<file path="config.mk">
export PLATFORM = sky130hd
export DESIGN_NAME = rv_hart
export DESIGN_NICKNAME = d
export VERILOG_FILES = /design/src/rv_pkg.sv /design/src/alu.sv /design/src/inst_decode.sv /design/src/reg_file.sv /design/src/result_stage.sv /design/src/rv_hart.sv
export SDC_FILE = /design/constraint.sdc
export NUM_CORES = 2
export LEC_CHECK = 0
export ABC_AREA = 1
export BUFFER_PORTS_ARGS = -buffer_cell sky130_fd_sc_hd__buf_4
export CAP_MARGIN = 20
export CORE_ASPECT_RATIO = 1.25
export CORE_MARGIN = 3
export CORE_UTILIZATION = 45
export CTS_BUF_LIST = sky130_fd_sc_hd__clkbuf_2
export CTS_CLUSTER_DIAMETER = 120
export DETAILED_ROUTE_END_ITERATION = 10
export GPL_TIMING_DRIVEN = 1
export PLACE_DENSITY = 0.62
export REMOVE_ABC_BUFFERS = 1
export SLEW_MARGIN = 40
export SYNTH_ARGS = -nofsm -noshare
export SYNTH_HDL_FRONTEND = slang
export SYNTH_HIERARCHICAL = 1
export SYNTH_SLANG_ARGS = --single-unit
</file>
<file path="constraint.sdc">
create_clock -name clk -period 7.6 [get_ports clk]
set_input_delay 0.76 -clock clk [delete_from_list [all_inputs] [get_ports clk]]
set_output_delay 0.76 -clock clk [all_outputs]
set_load 0.01 [all_outputs]
</file>
<file path="src/rv_pkg.sv">
// Shared definitions for the single-cycle RV32I core
// Holds widths, major opcodes, ALU and branch encodings and the
// instruction word union. RTL files pull it in with a wildcard import.

package rv_pkg;

    localparam int XLEN       = 32;         // Data and address width
    localparam int REG_ADDR_W = 5;          // Register index width

    ////////////////////////////////////////////////////////////////////////////
    // Major opcodes
    ////////////////////////////////////////////////////////////////////////////
    localparam logic [6:0] OP_REG    = 7'b011_0011;  // R type arithmetic
    localparam logic [6:0] OP_IMM    = 7'b001_0011;  // I type arithmetic
    localparam logic [6:0] OP_LOAD   = 7'b000_0011;
    localparam logic [6:0] OP_STORE  = 7'b010_0011;
    localparam logic [6:0] OP_BRANCH = 7'b110_0011;
    localparam logic [6:0] OP_LUI    = 7'b011_0111;
    localparam logic [6:0] OP_AUIPC  = 7'b001_0111;

    typedef enum logic [3:0] {
        ALU_ADD, ALU_SUB, ALU_AND, ALU_OR, ALU_XOR,
        ALU_SLL, ALU_SRL, ALU_SRA, ALU_SLT, ALU_SLTU,
        ALU_PASS_B                          // Operand 2 straight through
    } alu_op_e;

    // Codes match funct3 of the branch instructions
    typedef enum logic [2:0] {
        BR_EQ  = 3'b000,
        BR_NE  = 3'b001,
        BR_LT  = 3'b100,
        BR_GE  = 3'b101,
        BR_LTU = 3'b110,
        BR_GEU = 3'b111
    } br_cond_e;

    typedef enum logic [1:0] {
        OP1_REG,                            // rs1 data
        OP1_ZERO,                           // LUI
        OP1_PC                              // AUIPC
    } op1_sel_e;

    ////////////////////////////////////////////////////////////////////////////
    // Instruction word, one view per encoding format
    ////////////////////////////////////////////////////////////////////////////
    typedef union packed {
        struct packed {
            logic [6:0] funct7; logic [4:0] rs2; logic [4:0] rs1;
            logic [2:0] funct3; logic [4:0] rd;  logic [6:0] opcode;
        } r_fmt;
        struct packed {
            logic [11:0] imm_11_0; logic [4:0] rs1;
            logic [2:0]  funct3;   logic [4:0] rd;  logic [6:0] opcode;
        } i_fmt;
        struct packed {
            logic [6:0] imm_11_5; logic [4:0] rs2;      logic [4:0] rs1;
            logic [2:0] funct3;   logic [4:0] imm_4_0;  logic [6:0] opcode;
        } s_fmt;
        struct packed {
            logic       imm_12;  logic [5:0] imm_10_5; logic [4:0] rs2;
            logic [4:0] rs1;     logic [2:0] funct3;   logic [3:0] imm_4_1;
            logic       imm_11;  logic [6:0] opcode;
        } b_fmt;
        struct packed {
            logic [19:0] imm_31_12; logic [4:0] rd; logic [6:0] opcode;
        } u_fmt;
    } inst_u;

endpackage
</file>
<file path="src/alu.sv">
// 32-bit ALU with branch comparison
// Purely combinational. o_result carries the selected operation,
// o_br_taken the selected branch condition on the same two operands.
// Shift amounts come from the low 5 bits of operand 2.

`timescale 1ns/1ps

module alu import rv_pkg::*; (
    input  alu_op_e            i_alu_op,
    input  br_cond_e           i_br_cond,
    input  logic [XLEN-1:0]    i_op1,
    input  logic [XLEN-1:0]    i_op2,
    output logic [XLEN-1:0]    o_result,
    output logic               o_br_taken
);

    logic [4:0] shamt;
    logic       eq;
    logic       lt_s;                            // Signed less than
    logic       lt_u;                            // Unsigned less than

    assign shamt = i_op2[4:0];

    // Compare once, shared by SLT/SLTU and all six branches
    assign eq   = (i_op1 == i_op2);
    assign lt_s = ($signed(i_op1) < $signed(i_op2));
    assign lt_u = (i_op1 < i_op2);

    ////////////////////////////////////////////////////////////////////////////
    // Result
    ////////////////////////////////////////////////////////////////////////////
    always_comb begin
        case (i_alu_op)
            ALU_ADD:    o_result = i_op1 + i_op2;   // Carry dropped
            ALU_SUB:    o_result = i_op1 - i_op2;
            ALU_AND:    o_result = i_op1 & i_op2;
            ALU_OR:     o_result = i_op1 | i_op2;
            ALU_XOR:    o_result = i_op1 ^ i_op2;
            ALU_SLL:    o_result = i_op1 << shamt;
            ALU_SRL:    o_result = i_op1 >> shamt;
            ALU_SRA:    o_result = $unsigned($signed(i_op1) >>> shamt);
            ALU_SLT:    o_result = {{(XLEN-1){1'b0}}, lt_s};
            ALU_SLTU:   o_result = {{(XLEN-1){1'b0}}, lt_u};
            ALU_PASS_B: o_result = i_op2;           // LUI
            default:    o_result = '0;
        endcase
    end

    // Branch condition
    always_comb begin
        case (i_br_cond)
            BR_EQ:   o_br_taken = eq;
            BR_NE:   o_br_taken = ~eq;
            BR_LT:   o_br_taken = lt_s;
            BR_GE:   o_br_taken = ~lt_s;
            BR_LTU:  o_br_taken = lt_u;
            BR_GEU:  o_br_taken = ~lt_u;
            default: o_br_taken = 1'b0;
        endcase
    end

endmodule

</file>
<file path="src/inst_decode.sv">
// Instruction decoder for the single-cycle core
// Purely combinational. Takes the fetched word and produces register
// addresses, the immediate, ALU and operand selects, branch controls and
// the memory levels. Write and memory enables are held low while the core
// is not executing (i_valid low).

`timescale 1ns/1ps

module inst_decode import rv_pkg::*; (
    input  inst_u                   i_inst,
    input  logic                    i_valid,     // Core is executing this cycle
    output logic [REG_ADDR_W-1:0]   o_rs1_addr,
    output logic [REG_ADDR_W-1:0]   o_rs2_addr,
    output logic [REG_ADDR_W-1:0]   o_rd_addr,
    output logic                    o_rd_wen,
    output logic [XLEN-1:0]         o_imm,
    output alu_op_e                 o_alu_op,
    output op1_sel_e                o_op1_sel,
    output logic                    o_op2_imm,   // Operand 2 from immediate
    output logic                    o_branch,
    output br_cond_e                o_br_cond,
    output logic                    o_mem_read,
    output logic                    o_mem_write
);

    logic [2:0]       funct3;
    logic             alt_bit;                   // funct7 bit 5
    logic             is_reg_op;
    logic [XLEN-1:0]  imm_i;
    logic [XLEN-1:0]  imm_s;
    logic [XLEN-1:0]  imm_b;
    logic [XLEN-1:0]  imm_u;
    alu_op_e          arith_op;                  // Op from funct3/funct7
    logic             rd_wen_raw;
    logic             mem_read_raw;
    logic             mem_write_raw;

    // Register fields sit in the same place for every format
    assign o_rs1_addr = i_inst.r_fmt.rs1;
    assign o_rs2_addr = i_inst.r_fmt.rs2;
    assign o_rd_addr  = i_inst.r_fmt.rd;
    assign funct3     = i_inst.r_fmt.funct3;
    assign alt_bit    = i_inst.r_fmt.funct7[5];
    assign is_reg_op  = (i_inst.r_fmt.opcode == OP_REG);

    ////////////////////////////////////////////////////////////////////////////
    // Immediate formats, all sign extended from bit 31
    ////////////////////////////////////////////////////////////////////////////
    assign imm_i = {{20{i_inst.i_fmt.imm_11_0[11]}}, i_inst.i_fmt.imm_11_0};
    assign imm_s = {{20{i_inst.s_fmt.imm_11_5[6]}}, i_inst.s_fmt.imm_11_5,
                    i_inst.s_fmt.imm_4_0};
    assign imm_b = {{19{i_inst.b_fmt.imm_12}}, i_inst.b_fmt.imm_12, i_inst.b_fmt.imm_11,
                    i_inst.b_fmt.imm_10_5, i_inst.b_fmt.imm_4_1, 1'b0};
    assign imm_u = {i_inst.u_fmt.imm_31_12, 12'b0};

    // Arithmetic op, shared by R and I type
    always_comb begin
        case (funct3)
            3'b000:  arith_op = (is_reg_op && alt_bit) ? ALU_SUB : ALU_ADD; // No SUBI
            3'b001:  arith_op = ALU_SLL;
            3'b010:  arith_op = ALU_SLT;
            3'b011:  arith_op = ALU_SLTU;
            3'b100:  arith_op = ALU_XOR;
            3'b101:  arith_op = alt_bit ? ALU_SRA : ALU_SRL;
            3'b110:  arith_op = ALU_OR;
            default: arith_op = ALU_AND;
        endcase
    end

    always_comb begin
        rd_wen_raw    = 1'b0;                    // Unknown opcodes do nothing
        mem_read_raw  = 1'b0;
        mem_write_raw = 1'b0;
        o_imm         = imm_i;
        o_alu_op      = ALU_ADD;
        o_op1_sel     = OP1_REG;
        o_op2_imm     = 1'b0;
        o_branch      = 1'b0;
        o_br_cond     = BR_EQ;
        case (i_inst.r_fmt.opcode)
            OP_REG: begin
                rd_wen_raw = 1'b1;
                o_alu_op   = arith_op;
            end
            OP_IMM: begin
                rd_wen_raw = 1'b1;
                o_alu_op   = arith_op;
                o_op2_imm  = 1'b1;
            end
            OP_LOAD: begin                       // Word access only
                rd_wen_raw   = 1'b1;
                mem_read_raw = 1'b1;
                o_op2_imm    = 1'b1;
            end
            OP_STORE: begin
                mem_write_raw = 1'b1;
                o_imm         = imm_s;
                o_op2_imm     = 1'b1;
            end
            OP_BRANCH: begin
                o_branch = 1'b1;
                o_imm    = imm_b;                // Target built in result stage
                case (funct3)
                    3'b001:  o_br_cond = BR_NE;
                    3'b100:  o_br_cond = BR_LT;
                    3'b101:  o_br_cond = BR_GE;
                    3'b110:  o_br_cond = BR_LTU;
                    3'b111:  o_br_cond = BR_GEU;
                    default: o_br_cond = BR_EQ;
                endcase
            end
            OP_LUI: begin
                rd_wen_raw = 1'b1;
                o_imm      = imm_u;
                o_op1_sel  = OP1_ZERO;
                o_op2_imm  = 1'b1;
                o_alu_op   = ALU_PASS_B;
            end
            OP_AUIPC: begin
                rd_wen_raw = 1'b1;
                o_imm      = imm_u;
                o_op1_sel  = OP1_PC;
                o_op2_imm  = 1'b1;
            end
            default: ;
        endcase
    end

    assign o_rd_wen    = rd_wen_raw & i_valid;
    assign o_mem_read  = mem_read_raw & i_valid;
    assign o_mem_write = mem_write_raw & i_valid;

endmodule

</file>
<file path="src/reg_file.sv">
// Integer register file, 32 entries of XLEN bits
// Two combinational read ports and one write port clocked on the rising
// edge. x0 is hardwired to zero. No write-to-read bypass, a read of the
// register being written returns the old value.

`timescale 1ns/1ps

module reg_file import rv_pkg::*; (
    input  logic                    clk,
    input  logic                    rst_n,
    input  logic [REG_ADDR_W-1:0]   i_rs1_addr,
    input  logic [REG_ADDR_W-1:0]   i_rs2_addr,
    input  logic [REG_ADDR_W-1:0]   i_rd_addr,
    input  logic                    i_rd_wen,
    input  logic [XLEN-1:0]         i_rd_wdata,
    output logic [XLEN-1:0]         o_rs1_data,
    output logic [XLEN-1:0]         o_rs2_data
);

    logic [XLEN-1:0] regs [1:31];               // No storage for x0

    always_ff @(posedge clk or negedge rst_n) begin
        if (!rst_n) begin
            for (int i = 1; i < 32; i++) begin
                regs[i] <= '0;
            end
        end else if (i_rd_wen && (i_rd_addr != '0)) begin
            regs[i_rd_addr] <= i_rd_wdata;      // Writes to x0 dropped
        end
    end

    // Reads are combinational
    assign o_rs1_data = (i_rs1_addr == '0) ? '0 : regs[i_rs1_addr];
    assign o_rs2_data = (i_rs2_addr == '0) ? '0 : regs[i_rs2_addr];

endmodule

</file>
<file path="src/result_stage.sv">
// Result stage: PC, next-PC choice, write-back data and the valid flag
// The valid flag rises on the first clock edge after reset and stays
// high. The PC holds RESET_ADDR until valid is set, so the first
// executed instruction is the one at RESET_ADDR.

`timescale 1ns/1ps

module result_stage import rv_pkg::*; #(
    parameter logic [XLEN-1:0] RESET_ADDR = '0
) (
    input  logic               clk,
    input  logic               rst_n,
    input  logic               i_branch,
    input  logic               i_br_taken,
    input  logic [XLEN-1:0]    i_imm,            // B immediate on branches
    input  logic               i_mem_read,
    input  logic [XLEN-1:0]    i_alu_result,
    input  logic [XLEN-1:0]    i_load_data,
    output logic [XLEN-1:0]    o_pc,
    output logic [XLEN-1:0]    o_next_pc,
    output logic [XLEN-1:0]    o_rd_wdata,
    output logic               o_valid
);

    logic [XLEN-1:0] pc_q;
    logic            valid_q;

    // Taken branch jumps relative to this PC, everything else falls through
    assign o_next_pc = (i_branch && i_br_taken) ? (pc_q + i_imm) : (pc_q + 32'd4);

    always_ff @(posedge clk or negedge rst_n) begin
        if (!rst_n) begin
            pc_q    <= RESET_ADDR;
            valid_q <= 1'b0;
        end else begin
            valid_q <= 1'b1;
            if (valid_q) pc_q <= o_next_pc;      // Hold PC on the first edge
        end
    end

    assign o_pc       = pc_q;
    assign o_valid    = valid_q;
    assign o_rd_wdata = i_mem_read ? i_load_data : i_alu_result;  // Load or ALU

endmodule

</file>
<file path="src/rv_hart.sv">
// Top level of the single-cycle RV32I core
// Instruction and data memories sit outside and answer combinationally.
// One instruction retires per clock; the retire port reports it in the
// same cycle it executes.

`timescale 1ns/1ps

module rv_hart import rv_pkg::*; #(
    parameter logic [XLEN-1:0] RESET_ADDR = '0
) (
    input  logic                    clk,
    input  logic                    rst_n,
    output logic [XLEN-1:0]         o_imem_raddr,
    input  logic [XLEN-1:0]         i_imem_rdata,
    output logic [XLEN-1:0]         o_dmem_addr,
    output logic                    o_dmem_ren,
    output logic                    o_dmem_wen,
    output logic [XLEN-1:0]         o_dmem_wdata,
    input  logic [XLEN-1:0]         i_dmem_rdata,
    output logic                    o_retire_valid,
    output logic [XLEN-1:0]         o_retire_inst,
    output logic [XLEN-1:0]         o_retire_pc,
    output logic [XLEN-1:0]         o_retire_next_pc,
    output logic [REG_ADDR_W-1:0]   o_retire_rd_waddr,
    output logic [XLEN-1:0]         o_retire_rd_wdata
);

    inst_u                  inst;
    logic                   valid;
    logic [REG_ADDR_W-1:0]  rs1_addr, rs2_addr, rd_addr;
    logic                   rd_wen;
    logic [XLEN-1:0]        imm, rs1_data, rs2_data;
    logic [XLEN-1:0]        op1, op2;
    logic [XLEN-1:0]        alu_result, rd_wdata, pc, next_pc;
    alu_op_e                alu_op;
    op1_sel_e               op1_sel;
    logic                   op2_imm;
    logic                   branch, br_taken;
    br_cond_e               br_cond;
    logic                   mem_read, mem_write;

    assign inst = i_imem_rdata;

    inst_decode i_inst_decode (
        .i_inst(inst), .i_valid(valid),
        .o_rs1_addr(rs1_addr), .o_rs2_addr(rs2_addr), .o_rd_addr(rd_addr),
        .o_rd_wen(rd_wen), .o_imm(imm), .o_alu_op(alu_op), .o_op1_sel(op1_sel),
        .o_op2_imm(op2_imm), .o_branch(branch), .o_br_cond(br_cond),
        .o_mem_read(mem_read), .o_mem_write(mem_write)
    );

    reg_file i_reg_file (
        .clk(clk), .rst_n(rst_n),
        .i_rs1_addr(rs1_addr), .i_rs2_addr(rs2_addr), .i_rd_addr(rd_addr),
        .i_rd_wen(rd_wen), .i_rd_wdata(rd_wdata),
        .o_rs1_data(rs1_data), .o_rs2_data(rs2_data)
    );

    ////////////////////////////////////////////////////////////////////////////
    // Operand muxes
    ////////////////////////////////////////////////////////////////////////////
    always_comb begin
        case (op1_sel)
            OP1_ZERO: op1 = '0;                  // LUI
            OP1_PC:   op1 = pc;                  // AUIPC
            default:  op1 = rs1_data;
        endcase
    end
    assign op2 = op2_imm ? imm : rs2_data;

    alu i_alu (
        .i_alu_op(alu_op), .i_br_cond(br_cond), .i_op1(op1), .i_op2(op2),
        .o_result(alu_result), .o_br_taken(br_taken)
    );

    result_stage #(.RESET_ADDR(RESET_ADDR)) i_result_stage (
        .clk(clk), .rst_n(rst_n),
        .i_branch(branch), .i_br_taken(br_taken), .i_imm(imm),
        .i_mem_read(mem_read), .i_alu_result(alu_result), .i_load_data(i_dmem_rdata),
        .o_pc(pc), .o_next_pc(next_pc), .o_rd_wdata(rd_wdata), .o_valid(valid)
    );

    // Memory ports
    assign o_imem_raddr = pc;
    assign o_dmem_addr  = alu_result;            // rs1 + offset on loads/stores
    assign o_dmem_wdata = rs2_data;
    assign o_dmem_ren   = mem_read;
    assign o_dmem_wen   = mem_write;

    // Retire port
    assign o_retire_valid    = valid;
    assign o_retire_inst     = i_imem_rdata;
    assign o_retire_pc       = pc;
    assign o_retire_next_pc  = next_pc;
    assign o_retire_rd_waddr = rd_wen ? rd_addr : '0;  // Zero when nothing is written
    assign o_retire_rd_wdata = rd_wdata;

endmodule

</file>
* Word-level counts from Yosys, hierarchy flattened *
Cells that the tools add are included.

storage, ports and cells
  register bits = 1,025
  output and inout bits = 232

cells by class
  add/sub/neg operators = 4
  magnitude comparators = 6
  equal/unequal tests = 32
  shift-type cells = 3
  muxes and demuxes = 31
  bitwise logic cells = 12
  reduce and logical (&&, ||, !) cells = 14

operators with widths
  operator                                                   number
  bitwise mux 992 bit                                        1
  case mux 32 bit (11 select lines)                          1
  binary-select mux 32 bit (select 5 bit)                    2
  two-way mux 32 bit                                         10
  demux 32 bit (select 5 bit)                                1
  case mux 31 bit (3 select lines)                           1
  adder 32 bit                                               2
  less-than comparator 32 bit                                2
  case mux 32 bit (2 select lines)                           1
  adder 32 x 3 -> 32 bit (second input constant)             1
  AND 32 bit                                                 1
  == test 32 bit                                             1
  bitwise OR 32 bit                                          1
  << shifter 32 x 5 -> 32 bit                                1
  right shift 32 x 5 -> 32 bit                               1
  >>> shifter 32 x 5 -> 32 bit                               1
  subtractor 32 bit                                          1
  bitwise XOR 32 bit                                         1
  case mux 4 bit (7 select lines)                            1
  == test 3 bit (second input constant)                      8
  == test 7 x 6 -> 1 bit (second input constant)             3
  greater-or-equal comparator 6 bit (second input constant)  3
  inverter 5 -> 6 bit                                        3
  == test 4 x 3 -> 1 bit (second input constant)             4
  27 further kinds                                           50

* Longest topological paths before layout *
  word-level depth = 11
  depth in mapped cells = 40
  depth with buffers taken out = 34

* Modules after synthesis *
Netlist, hierarchy kept.

modules (own cells, without submodules)
  module        times used  cells each  area each (um^2)
  reg_file      1           8,852       58,627.5
  alu           1           2,120       10,430.0
  result_stage  1           893         5,031.1
  rv_hart       1           286         1,482.7
  inst_decode   1           137         669.4

* Worst setup path before layout *
Ideal clock, no wire load.

  path kind = input to output
  start = input i_imem_rdata[20]
  end = output o_retire_next_pc[25]
  data arrival time = 5.358 ns
  data required time = 6.840 ns
  slack = 1.482 ns
  stages = 37
  buffers on the path = 9
  cell sequence = buf_4 inv_1 buf_2 clkbuf_1 clkbuf_1 nand2_1 nand3_1 nand3_1 nand3_1 nand3_1 nand2_1 inv_1 o21ai_0 inv_2 buf_2 buf_2 ha_1 buf_2 inv_1 nand2_1 nand2_1 nand3_1 nand2_1 nand2_1 nand2_2 nand2_2 nand2_2 nand2_1 nand2_1 nor2_1 nand3_1 nand2_1 inv_1 buf_2 buf_1 nand3_1 and2_1

on the way
  cells in the longest elaborated chain, start to end = 11
  elaborated cells on any way between the ends = 18
  those cells by class = 1 x add/sub; 2 x order compare; 1 x eq/ne; 8 x mux; 4 x bitwise; 2 x reduce/logical

RTL lines
  element                                                 line                             RTL
  start, declared                                         rv_hart.sv:14                    input logic [XLEN-1:0] i_imem_rdata,
  inverter 5 -> 6 bit (implied by the code)               reg_file.sv:34                   assign o_rs2_data = (i_rs2_addr == '0) ? '0 : regs[i_rs2_addr];
  binary-select mux 32 bit (select 5 bit)                 reg_file.sv:34
  two-way mux 32 bit (implied by the code) (2 in series)  reg_file.sv:34
  two-way mux 32 bit *                                    reg_file.sv:34
  via o_dmem_wdata[2]                                     rv_hart.sv:18                    output logic [XLEN-1:0] o_dmem_wdata,
  two-way mux 32 bit *                                    rv_hart.sv:69                    assign op2 = op2_imm ? imm : rs2_data;
  via op2[2]                                              rv_hart.sv:33                    logic [XLEN-1:0] op1, op2;
  less-than comparator 32 bit (tied with other cells)     alu.sv:27                        assign lt_u = (i_op1 < i_op2);
  inverter 1 bit, on equally long branches                alu.sv:57, alu.sv:53, alu.sv:55
  case mux 1 bit (6 select lines) *                       alu.sv:51                        case (i_br_cond)
  via br_taken                                            rv_hart.sv:38                    logic branch, br_taken;
  logical AND 1 bit *                                     result_stage.sv:29               assign o_next_pc = (i_branch && i_br_taken) ? (pc_q + i_imm) : (pc_q + 32'd4);
  two-way mux 32 bit *                                    result_stage.sv:29
  end, declared                                           rv_hart.sv:23                    output logic [XLEN-1:0] o_retire_next_pc,

Mark *: on every way through the listed nets, which the timed path passes. The rest lies on a longest branch. The select of a mux whose other input is x is not followed.

* Worst setup path in the final report *
  start = input i_imem_rdata[18]
  end = output o_retire_rd_wdata[11]

on the way
  cells in the longest elaborated chain, start to end = 9
  elaborated cells on any way between the ends = 17
  those cells by class = 2 x add/sub; 3 x shift; 7 x mux; 4 x bitwise; 1 x reduce/logical

RTL lines
  element                                                 line                RTL
  inverter 5 -> 6 bit (implied by the code)               reg_file.sv:33      assign o_rs1_data = (i_rs1_addr == '0) ? '0 : regs[i_rs1_addr];
  binary-select mux 32 bit (select 5 bit)                 reg_file.sv:33
  two-way mux 32 bit (implied by the code) (2 in series)  reg_file.sv:33
  two-way mux 32 bit *                                    reg_file.sv:33
  via rs1_data[3]                                         rv_hart.sv:32       logic [XLEN-1:0] imm, rs1_data, rs2_data;
  case mux 32 bit (2 select lines) *                      rv_hart.sv:63       case (op1_sel)
  via op1[3]                                              rv_hart.sv:33
  subtractor 32 bit (tied with other cells)               alu.sv:35           ALU_SUB: o_result = i_op1 - i_op2;
  case mux 32 bit (11 select lines) *                     alu.sv:33           case (i_alu_op)
  two-way mux 32 bit *                                    result_stage.sv:43  assign o_rd_wdata = i_mem_read ? i_load_data : i_alu_result;
  end, declared                                           rv_hart.sv:25       output logic [XLEN-1:0] o_retire_rd_wdata

Marks and branches as above.

==> impl_metrics.json <==
{
  "dp.cells": 14203,
  "ant_nets": 0,
  "initial_core_util": 0.454,
  "multi_input_comb_area_um2": 41700,
  "die_h_um": 466,
  "netlist-cell-type-count": 62,
  "synth_async_sr_flop_share": 1.00,
  "switching_power_mw": 7.19,
  "p_total_mw": 16.0,
  "rows": 168,
  "yosysWarnings": 6,
  "critPathMaxFanout": 34,
  "synth_edf_count": 0,
  "power_frac_comb": 0.376,
  "clock_latency_ps": 1860,
  "vias_per_cell": 5.92,
  "die_width_um": 374,
  "io_pins": 298,
  "via_count": 87494,
  "seqCellArea_um2": 25600,
  "critical_path_class": "input port to primary output",
  "routedWlPerCell_um": 26.9,
  "vdd_drop_max_mv": 0.195,
  "setup_viol": 0,
  "dr.pass1.iters": 7,
  "gp_congestion": 1.07,
  "power_density_nw_per_um2": 193,
  "stdcell_count": 14777,
  "path_clk_slew_ps": 120,
  "syn-cell-area_um2": 76200,
  "fill_cells": 17660,
  "leakage_nw": 44.0,
  "port_buffers": 297,
  "skew_ps": 216,
  "drc": 0,
  "drt-total-wl_um": 397000,
  "grt-ovfl-total": 0,
  "yosysSeqAreaShare": 0.336,
  "grt_util_all_layers": 0.442,
  "cts_buffers": 295,
  "synth_cells": 12288,
  "cp.arrival_ps": 6750,
  "hold_ws_ps": 136,
  "p_int_mw": 8.82,
  "grt_pass1_vias": 82834,
  "core_area_um2": 168000,
  "hpwl_um": 254000,
  "dieArea_um2": 174000,
  "rsz0062_at_grt": "yes",
  "syn-mean-instance-area_um2": 6.20,
  "final_core_util": 0.495,
  "cts_buffer_depth": 4,
  "grtUsageMet3": 0.129,
  "slew_viol_final": 0,
  "setup_tns_ps": 0,
  "hold_class": "input port to register",
  "drtIter0Drc": 11021,
  "synth_ff_type": "dfrtp_1",
  "grt_util_met2": 0.676,
  "crit_path_end_kind": "primary output",
  "cts.htree.levels": 5,
  "grt_pass1_wl_um": 568000,
  "drv_cap": 0,
  "seqPwrFrac": 0.368,
  "cts.sinks": 1025,
  "period_needed_ps": 7510,
  "tightestPinTransition_ps": 1290,
  "clock.fmax_mhz": 133,
  "cts-root-buf": "clkbuf_2",
  "slew_headroom": 0.142,
  "required_ps": 6840,
  "fin_nets": 12566,
  "p_clk_frac": 0.256,
  "area_growth_syn_to_layout_pct": 9.04,
  "met1_usage": 0.518,
  "startpoint_type": "input port",
  "status": "finished clean",
  "cts_tree": "yes",
  "ys_seq_elements": 1025,
  "grt.busiest_layer": "met2",
  "swShare": 0.449,
  "hold_violations": 0,
  "period_share": 0.988,
  "antenna_found_initial": 31,
  "drive_above_1_share": 0.104,
  "grt_max_degree": 148
}
[placed cells by master (no fill, tap or decap), types with 12 or more instances in the layout]
| cell | synthesis | layout |
|---|---|---|
| nand2_1 | 5345 | 5333 |
| nand3_1 | 1955 | 1952 |
| inv_1 | 1117 | 1109 |
| dfrtp_1 | 1025 | 1025 |
| buf_4 | 106 | 520 |
| o21ai_0 | 491 | 482 |
| clkbuf_2 | 3 | 423 |
| nor2_1 | 421 | 414 |
| a21oi_1 | 370 | 370 |
| ha_1 | 134 | 133 |
| o21ai_1 | 85 | 87 |
| dlygate4sd3_1 | 0 | 66 |
| buf_12 | 0 | 57 |
| nor3_1 | 44 | 44 |
| clkinv_1 | 1 | 39 |
| o22ai_1 | 38 | 38 |
| nor2_4 | 26 | 32 |
| mux2_2 | 32 | 32 |
| a21oi_2 | 30 | 30 |
| inv_2 | 24 | 29 |
| nand4_1 | 28 | 28 |
| diode_2 | 0 | 27 |
| nand2_2 | 17 | 23 |
| nand2_4 | 30 | 23 |
| o211ai_1 | 22 | 22 |
| nand2_8 | 6 | 19 |
| buf_6 | 117 | 18 |
| xor2_1 | 15 | 15 |
| and2_1 | 13 | 13 |
| o21bai_1 | 13 | 13 |
| nor2_2 | 11 | 12 |
[final timing paths]
| path | slack (ps) | endpoint | cells past startpoint | start |
|---|---|---|---|---|
| setup / recovery | 90 | o_retire_rd_wdata[11] | 27 | i_imem_rdata[18] |
| hold / removal | 140 | i_result_stage/o_pc[12]$_DFFE_PN0P_ | 9 | i_imem_rdata[12] |
| setup reg to reg | 1380 | i_reg_file/regs[94]$_DFFE_PN0P_ | 32 | i_reg_file/regs[544]$_DFFE_PN0P_ |
| hold reg to reg | 470 | i_reg_file/regs[522]$_DFFE_PN0P_ | 2 | i_reg_file/regs[522]$_DFFE_PN0P_ |
| max in group asynchronous | 5900 | i_reg_file/regs[887]$_DFFE_PN0P_ | 5 | rst_n |
| min in group asynchronous | 240 | i_reg_file/regs[745]$_DFFE_PN0P_ | 4 | rst_n |
[synth_stat cells, drive strengths merged (32+ instances only)]
library cell | number | area share
nand2 | 5398 | 0.27
nand3 | 1961 | 0.13
inv | 1154 | 0.057
dfrtp | 1025 | 0.34
o21ai | 578 | 0.038
nor2 | 463 | 0.027
buf | 462 | 0.042
clkbuf | 435 | 0.021
a21oi | 401 | 0.028
ha | 134 | 0.022
nor3 | 55 | 0.0045
o22ai | 39 | 0.0033
mux2 | 32 | 0.0047
[timing repair]
item,in CTS,in global routing
hold endpoints to repair,1454,0
hold buffers,67,0
setup endpoints to repair,25,52
resized for setup,4,17
cloned,0,0
pin swaps,0,1
setup buffers,0,2
[cell type report]
type                       count  area share
timing repair buffer         675      0.0745
tap                         2210      0.0333
clock buffer                 423      0.0255
antenna                       27    0.000813
clock inverter                51     0.00303
sequential                  1025       0.309
inverter                    1157      0.0533
multi-input combinational   9209       0.501
[stage by stage]
step	area [um2]	setup slack (ps)
after detailed placement	79800	74.0
after floorplan	71400	-15600
after CTS	82900	8.74
final	83100	94.7
after global routing	83100	-60.5
after global placement	79500	-330
[cells by family after synthesis]
| kind of cell | after synthesis | share of synthesized area |
|---|---|---|
| buffers and inverters | 2054 | 0.121 |
| multiplexers | 34 | 0.00499 |
| flip-flops | 1025 | 0.336 |
| XOR/XNOR | 25 | 0.00287 |
| AND/OR/NAND/NOR | 7937 | 0.436 |
| adder cells (fa/ha/maj) | 137 | 0.0228 |
| AO/OA/AOI/OAI | 1075 | 0.0751 |
| other | 1 | 0.0000492 |
[state kept, by name (all words and copies together), names as in the netlist]
register                cells
i_reg_file/regs           992
i_result_stage/o_pc        32
i_result_stage/o_valid      1
[metal layers]
layer  vias to the layer above  part of all wire
met1                     40799              0.35
met2                      6254              0.43
met5                         -           0.00055
met4                        28             0.096
li1                      38767                 -
met3                      1646              0.12
[power groups by stage]
stage	registers [mW]	logic, mW	clock network, mW
2_1_floorplan	5.90	2.82	0
3_3_place_gp	5.98	5.77	0
3_5_place_dp	5.98	5.78	0
4_1_cts	5.88	5.83	4.14
5_1_grt	5.90	6.37	4.42
6_report	5.89	6.03	4.10
[worst max-delay path, stage by stage]
cell           delay [ps]
dlygate4sd3_1         540
buf_4                 240
inv_4                 650
buf_4                 340
nand3_1               110
nand2_1               110
nand2_1                60
nand2_1               300
nand2_1               100
nand2_1               470
inv_1                 100
ha_1                  480
nand2_1               190
nor2_1                130
nand2_1                60
nand2_1               200
nand2_1               110
nand2_1               260
nand2_1               100
nand3_1                80
nand2_1               180
nor2_1                180
buf_4                 150
nand2_1                40
buf_4                 190
mux2_2                350
buf_4                 170
(Power assumes the default switching activity.)
